<file path="config.mk">
export PLATFORM = sky130hd
export DESIGN_NAME = frontend
export DESIGN_NICKNAME = d
export VERILOG_FILES = /design/src/isa_pkg.sv /design/src/fetch_pkg.sv /design/src/fetch_pc_gen.sv /design/src/fetch_target_queue.sv /design/src/instr_fetch_unit.sv /design/src/frontend.sv
export SDC_FILE = /design/constraint.sdc
export NUM_CORES = 1
export LEC_CHECK = 0
export ABC_CLOCK_PERIOD_IN_PS = 4900
export BUFFER_PORTS_ARGS = -buffer_cell sky130_fd_sc_hd__buf_2
export CAP_MARGIN = 25
export CORE_ASPECT_RATIO = 1.2
export CORE_UTILIZATION = 25
export DETAILED_ROUTE_END_ITERATION = 8
export GPL_ROUTABILITY_DRIVEN = 0
export PLACE_DENSITY = 0.53
export SLEW_MARGIN = 20
export SYNTH_ARGS = -nofsm -noshare
export SYNTH_HDL_FRONTEND = slang
export SYNTH_SLANG_ARGS = --single-unit
</file>
<file path="constraint.sdc">
create_clock -name clk -period 4.9 [get_ports clk]
set_clock_uncertainty 0.15 [all_clocks]
set_input_delay 1.47 -clock clk [delete_from_list [all_inputs] [get_ports clk]]
set_output_delay 1.47 -clock clk [all_outputs]
set_load 0.05 [all_outputs]
</file>
<file path="src/isa_pkg.sv">
package isa_pkg;

    // Architectural widths
    localparam int ADDR_WIDTH  = 32;
    localparam int INSTR_WIDTH = 32;

    typedef logic [ADDR_WIDTH-1:0]  addr_t;
    typedef logic [INSTR_WIDTH-1:0] instr_t;

    // First fetch address after reset
    localparam addr_t RESET_PC = 32'h1c00_0000;

endpackage

</file>
<file path="src/fetch_pkg.sv">
package fetch_pkg;

    // Fetch geometry
    localparam int FETCH_WIDTH = 4;
    localparam int LINE_WIDTH  = 128;
    localparam int LINE_BYTES  = 16;
    localparam int FTQ_DEPTH   = 4;
    localparam int BLOCK_BYTES = FETCH_WIDTH * 4;

    typedef logic [LINE_WIDTH-1:0] cache_line_t;

    // One block of sequential fetch work
    typedef struct packed {
        logic           valid;
        isa_pkg::addr_t start_pc;
        logic           cross_line;
    } fetch_block_t;

    // One slot towards the instruction buffer
    typedef struct packed {
        logic            valid;
        isa_pkg::addr_t  pc;
        isa_pkg::instr_t instr;
    } fetch_instr_t;

    typedef fetch_instr_t [FETCH_WIDTH-1:0] fetch_bundle_t;

endpackage

</file>
<file path="src/fetch_pc_gen.sv">
`timescale 1ns/1ns

module fetch_pc_gen (
    input  logic                   clk,
    input  logic                   rst_n,
    input  logic                   flush_i,
    input  isa_pkg::addr_t         redirect_pc_i,
    input  logic                   queue_full_i,
    output fetch_pkg::fetch_block_t block_o
);

    import isa_pkg::*;
    import fetch_pkg::*;

    addr_t pc;
    addr_t next_pc;

    always_ff @(posedge clk or negedge rst_n) begin
        if (!rst_n) begin
            pc <= RESET_PC;
        end else begin
            pc <= next_pc;
        end
    end

    // Sequential predictor only
    always_comb begin
        if (flush_i) begin
            next_pc = redirect_pc_i;
        end else if (queue_full_i) begin
            next_pc = pc;
        end else begin
            next_pc = pc + addr_t'(BLOCK_BYTES);
        end
    end

    // Block goes straight into the queue when it has room
    always_comb begin
        block_o.valid      = !queue_full_i && !flush_i;
        block_o.start_pc   = pc;
        block_o.cross_line = (pc[3:2] != 2'b00);
    end

endmodule

</file>
<file path="src/fetch_target_queue.sv">
`timescale 1ns/1ns

module fetch_target_queue (
    input  logic                    clk,
    input  logic                    rst_n,
    input  logic                    flush_i,
    input  fetch_pkg::fetch_block_t enq_i,
    output logic                    full_o,
    output fetch_pkg::fetch_block_t head_o,
    input  logic                    deq_i
);

    import fetch_pkg::*;

    fetch_block_t entries [FTQ_DEPTH];

    logic [$clog2(FTQ_DEPTH)-1:0] wr_ptr;
    logic [$clog2(FTQ_DEPTH)-1:0] rd_ptr;
    logic [$clog2(FTQ_DEPTH):0]   count;

    logic empty;
    logic do_enq;
    logic do_deq;

    assign empty  = (count == '0);
    assign full_o = (count == ($clog2(FTQ_DEPTH)+1)'(FTQ_DEPTH));

    assign do_enq = enq_i.valid && !full_o;
    assign do_deq = deq_i && !empty;

    // Pointers and occupancy
    always_ff @(posedge clk or negedge rst_n) begin
        if (!rst_n) begin
            wr_ptr <= '0;
            rd_ptr <= '0;
            count  <= '0;
        end else if (flush_i) begin
            wr_ptr <= '0;
            rd_ptr <= '0;
            count  <= '0;
        end else begin
            if (do_enq) begin
                wr_ptr <= wr_ptr + 1'b1;
            end
            if (do_deq) begin
                rd_ptr <= rd_ptr + 1'b1;
            end
            case ({do_enq, do_deq})
                2'b10:   count <= count + 1'b1;
                2'b01:   count <= count - 1'b1;
                default: count <= count;
            endcase
        end
    end

    always_ff @(posedge clk or negedge rst_n) begin
        if (!rst_n) begin
            for (int i = 0; i < FTQ_DEPTH; i++) begin
                entries[i] <= '0;
            end
        end else if (do_enq && !flush_i) begin
            entries[wr_ptr] <= enq_i;
        end
    end

    // Head is only offered while something is stored
    always_comb begin
        head_o       = entries[rd_ptr];
        head_o.valid = !empty;
    end

endmodule

</file>
<file path="src/instr_fetch_unit.sv">
`timescale 1ns/1ns

module instr_fetch_unit (
    input  logic                          clk,
    input  logic                          rst_n,
    input  logic                          flush_i,
    input  fetch_pkg::fetch_block_t       block_i,
    output logic                          accept_o,
    output logic [1:0]                    icache_req_o,
    output isa_pkg::addr_t [1:0]          icache_addr_o,
    input  logic [1:0]                    icache_valid_i,
    input  fetch_pkg::cache_line_t [1:0]  icache_data_i,
    input  logic                          stall_i,
    output fetch_pkg::fetch_bundle_t      bundle_o
);

    import isa_pkg::*;
    import fetch_pkg::*;

    typedef enum logic [1:0] {
        st_idle,
        st_wait,
        st_out
    } state_e;

    state_e state;
    state_e state_nxt;

    addr_t       start_pc_q;
    addr_t       line_addr;
    logic [1:0]  need;
    logic [1:0]  got;
    logic [1:0]  hit;
    logic        drop;
    logic        lines_done;
    cache_line_t line_q [2];

    logic [2*LINE_WIDTH-1:0] lines_cat;
    logic [2:0]              word_idx;

    // Take a new block when idle or when the current bundle leaves
    assign accept_o = block_i.valid && !flush_i &&
                      (state == st_idle || (state == st_out && !stall_i));

    assign icache_req_o = (state == st_wait) ? (need & ~got) : 2'b00;
    assign hit          = icache_valid_i & icache_req_o;
    assign lines_done   = ((got | hit) == need);

    assign line_addr        = start_pc_q & ~addr_t'(LINE_BYTES - 1);
    assign icache_addr_o[0] = line_addr;
    assign icache_addr_o[1] = line_addr + addr_t'(LINE_BYTES);

    always_comb begin
        state_nxt = state;
        case (state)
            st_idle: begin
                if (accept_o) state_nxt = st_wait;
            end
            st_wait: begin
                // Dropped blocks still wait out their responses
                if (lines_done) state_nxt = (drop || flush_i) ? st_idle : st_out;
            end
            st_out: begin
                if (flush_i) state_nxt = st_idle;
                else if (!stall_i) state_nxt = accept_o ? st_wait : st_idle;
            end
            default: state_nxt = st_idle;
        endcase
    end

    always_ff @(posedge clk or negedge rst_n) begin
        if (!rst_n) begin
            state      <= st_idle;
            start_pc_q <= RESET_PC;
            need       <= 2'b00;
            got        <= 2'b00;
            drop       <= 1'b0;
        end else begin
            state <= state_nxt;
            if (accept_o) begin
                start_pc_q <= block_i.start_pc;
                need       <= {block_i.cross_line, 1'b1};
                got        <= 2'b00;
                drop       <= 1'b0;
            end else if (state == st_wait) begin
                got <= got | hit;
                if (flush_i) drop <= 1'b1;
            end
        end
    end

    always_ff @(posedge clk) begin
        for (int p = 0; p < 2; p++) begin
            if (hit[p]) line_q[p] <= icache_data_i[p];
        end
    end

    // Four words from the start offset across both lines
    always_comb begin
        lines_cat = {line_q[1], line_q[0]};
        word_idx  = '0;
        for (int k = 0; k < FETCH_WIDTH; k++) begin
            word_idx          = {1'b0, start_pc_q[3:2]} + 3'(k);
            bundle_o[k].valid = (state == st_out) && !flush_i;
            bundle_o[k].pc    = start_pc_q + addr_t'(4 * k);
            bundle_o[k].instr = lines_cat[word_idx*INSTR_WIDTH +: INSTR_WIDTH];
        end
    end

endmodule

</file>
<file path="src/frontend.sv">
`timescale 1ns/1ns

module frontend (
    input  logic                         clk,
    input  logic                         rst_n,

    // Dual port instruction cache
    output logic [1:0]                   icache_req_o,
    output isa_pkg::addr_t [1:0]         icache_addr_o,
    input  logic [1:0]                   icache_valid_i,
    input  fetch_pkg::cache_line_t [1:0] icache_data_i,

    // Backend redirect
    input  logic                         backend_flush_i,
    input  isa_pkg::addr_t               backend_next_pc_i,

    // Instruction buffer
    input  logic                         instr_buffer_stall_i,
    output fetch_pkg::fetch_bundle_t     instr_buffer_o
);

    import fetch_pkg::*;

    fetch_block_t pc_gen_block;
    fetch_block_t ftq_head;
    logic         ftq_full;
    logic         ifu_accept;

    fetch_pc_gen u_pc_gen (
        .clk          (clk),
        .rst_n        (rst_n),
        .flush_i      (backend_flush_i),
        .redirect_pc_i(backend_next_pc_i),
        .queue_full_i (ftq_full),
        .block_o      (pc_gen_block)
    );

    fetch_target_queue u_ftq (
        .clk    (clk),
        .rst_n  (rst_n),
        .flush_i(backend_flush_i),
        .enq_i  (pc_gen_block),
        .full_o (ftq_full),
        .head_o (ftq_head),
        .deq_i  (ifu_accept)
    );

    instr_fetch_unit u_ifu (
        .clk           (clk),
        .rst_n         (rst_n),
        .flush_i       (backend_flush_i),
        .block_i       (ftq_head),
        .accept_o      (ifu_accept),
        .icache_req_o  (icache_req_o),
        .icache_addr_o (icache_addr_o),
        .icache_valid_i(icache_valid_i),
        .icache_data_i (icache_data_i),
        .stall_i       (instr_buffer_stall_i),
        .bundle_o      (instr_buffer_o)
    );

endmodule

</file>
==> reports/metrics.yaml <==
final-seq-area_um2: 12000
grt_first_pass_wirelength_mm: 111
drive_above_1_share: 0.507
worstSetupEndpointType: "primary output"
p_sw_mw: 10.2
status: "complete, no violations"
cp_slowest_stage_delay_ps: 780
startpoint: "u_ifu.start_pc_q[24]"
io_buffers: 579
power_mw: 20.5
multi_input_area_um2: 8930
synth_ff_type: "edfxtp_1"
rsz0062_at_grt: "no"
synthMuxAreaShare: 0.237
die_area_um2: 87500
hold_viol: 0
synth.area.top_cells: "edfxtp_1 31%, dfrtp_1 24%, mux4_2 17%, mux2_2 5.7%, xnor2_1 3.7%"
path_class: "reg -> out"
synthAdderAreaFrac: 0.00580
yosysWarnings: 0
route.vias.total: 15400
routedWlPerCell_um: 24.6
netSwitchingFraction: 0.497
yosysTopAreaCell: "edfxtp_1"
cts.sinks: 434
crit_top_cell: "nand4_1"
async_reset_ff_frac: 0.484
drv_cap: 0
clk_pin_slew_worst_paths_ps: 70
synth.ff_latch_count: 434
synth_top_family_by_area: "multiplexers"
drt_iter0_markers: 1326
seq_power_share: 0.281
p_per_area_nw_per_um2: 740
syn_to_final_growth_pct: 28.3
final_max_slew_viol_count: 0
synth_top_cell_area_share: 0.312
p_leak_nw: 11.0
overflow: 0
coreArea_um2: 85200
layout_common_cells: "563 x buf_2, 224 x edfxtp_1, 199 x dfrtp_1, 161 x mux4_2, 150 x nand2_1"
worstHoldStart: "u_ftq.entries[4]"
final_cells: 3194
viasPerCell: 4.82
cts_tree: "built"
grt_max_degree: 133
synth-xor-area-share: 0.0487
cts-root-buf: "clkbuf_16"
place_area_um2: 26000
worst_path_max_delay_cell: "dfrtp_1"
synth_cell_types: 58
crit_family: "simple AND/OR/NAND/NOR gates"
crit_required_ps: 3280
layout_commonest_cell: "buf_2"
max_slew_margin: 0.338
initial_core_util: 0.253
drc_errors: 0
yosys.area_share.simple: 0.0874
seq_area_frac_synth: 0.556
antenna_found_initial: 12
post_cts_buffers: 0
postSynthCellCount: 1491
cp_num_buf_inv: 1
hp-class: "reg -> reg"
grt_pass1_vias: 15700
crit_path_start_kind: "register"
finalSetupViolations: 0
track_usage: 0.174
cts_max_path_buffers: 3
dpl.cell_count: 3102
combPwrFrac: 0.539
ios: 620
ir_drop_mv: 0.618
dp_hpwl_mm: 59.4
synth_compound_area_frac: 0.0208
p_int_mw: 10.3
die_x_um: 270
syn_avg_cell_area_um2: 14.5
power_frac_clock: 0.179
tightestPinTransition_ps: 993
setup_slack_ps: 225
clk_latency_ps: 600
wirelength_mm: 78.6
nets: 2327
die_h_um: 324
dr.pass1.iters: 6
synth_edf_count: 224
final.min_clock_period_ps: 4680
final_area_um2: 27700
fillers: 8530
path_max_fanout: 11
period_share: 0.954
worstPathCellList: "nand4_1, nor2_2, nand4_1, xnor2_1, buf_2"
pre_cts_ws_ps: 530
tns_ps: 0
cts_made_buffers: 49
fmax_mhz: 214
r2r-start: "u_pc_gen.pc[10]"
hold_ws_ps: 335
num_rows: 117
crit_arrival_ps: 3060
syn-cell-area_um2: 21600
ctsHtreeMaxLevel: 2
ant_nets: 0
final_util: 0.325
cells by family after synthesis:
logic type                 Yosys count
muxes                              294
xor gates and xnor gates           120
DFF                                434
other                                1
and+or+nand+nor                    371
AOI/OAI and AO/OA                   72
buffers and inverters              189
adders and majority gates           10
final timing paths:
| check | end | slack (ps) | cells after the start |
|---|---|---|---|
| worst max-delay path | instr_buffer_o[190] | 220 | 5 |
| min in group asynchronous | u_pc_gen.pc[14] | 820 | 1 |
| worst min register to register | u_ftq.entries[4] | 340 | 1 |
| worst min-delay path | u_ftq.entries[4] | 340 | 1 |
| worst max register to register | u_pc_gen.pc[30] | 2140 | 4 |
| max in group asynchronous | u_pc_gen.pc[28] | 2790 | 2 |
power groups by stage:
stage               Sequential [mW]  Clock, mW  Combinational, mW
floorplan                      5.69          0               8.16
global placement               5.74          0               11.1
detailed placement             5.83          0               11.1
CTS                            5.76       3.78               11.2
global route                   5.89       3.91               11.5
finish                         5.76       3.67               11.1
timing repair:
item	4_1_cts	5_1_grt
hold buffers	0	0
gates resized for setup	3	8
endpoints found under the setup margin	9	13
flip-flops by register name, summed over array words and instances (netlist names):
name and count:
u_ifu.line_q 224, u_ftq.entries 132, u_ifu.start_pc_q 32, u_pc_gen.pc 32, u_ftq.count 3, u_ftq.rd_ptr 2, u_ftq.wr_ptr 2, u_ifu.got 2
u_ifu.need 2, u_ifu.state 2, u_ifu.drop 1
synth_stat cells, types with 2 or more instances:
cell      instances
nor3_1           16
clkbuf_1         55
or4_1            16
buf_2            48
dfstp_2           6
o31ai_1          14
buf_4            47
mux2_1           22
nor4_1            7
nand3b_1          4
nand3_1          34
mux2_2          110
and4_1            2
and3_1           16
nand2_1         150
mux4_2          161
dfrtp_1         204
or3_1             5
a31oi_1          18
nor2b_1           5
and2_1            5
nor4b_1           2
nand4_2           2
xor2_1           28
xnor2_1          92
a21oi_1          11
or4b_1            2
o41ai_1           2
ha_1             10
inv_1            17
o211ai_1          2
nand2b_1          6
nand4_1          43
edfxtp_1        224
o21ai_0          19
nand4b_1          3
buf_1            20
nor2_1           43
cell type report:
cell class / instances / share of cell area
flip-flops and latches: 434 / 0.434
inverters: 18 / 0.00244
clock buffers: 66 / 0.0491
well taps: 1130 / 0.0511
multi-input cells: 875 / 0.323
repair buffers: 645 / 0.133
clock inverters: 21 / 0.00764
diodes: 5 / 0.000452
layer usage:
metal	global-route usage	share of wire	up-vias
li1	-	-	6641
met1	0.218	0.40	7996
met2	0.295	0.50	660
met3	0.0432	0.074	94
met4	0.0525	0.027	12
met5	0	0.0013	-
Power figures use the tool's default switching activity.
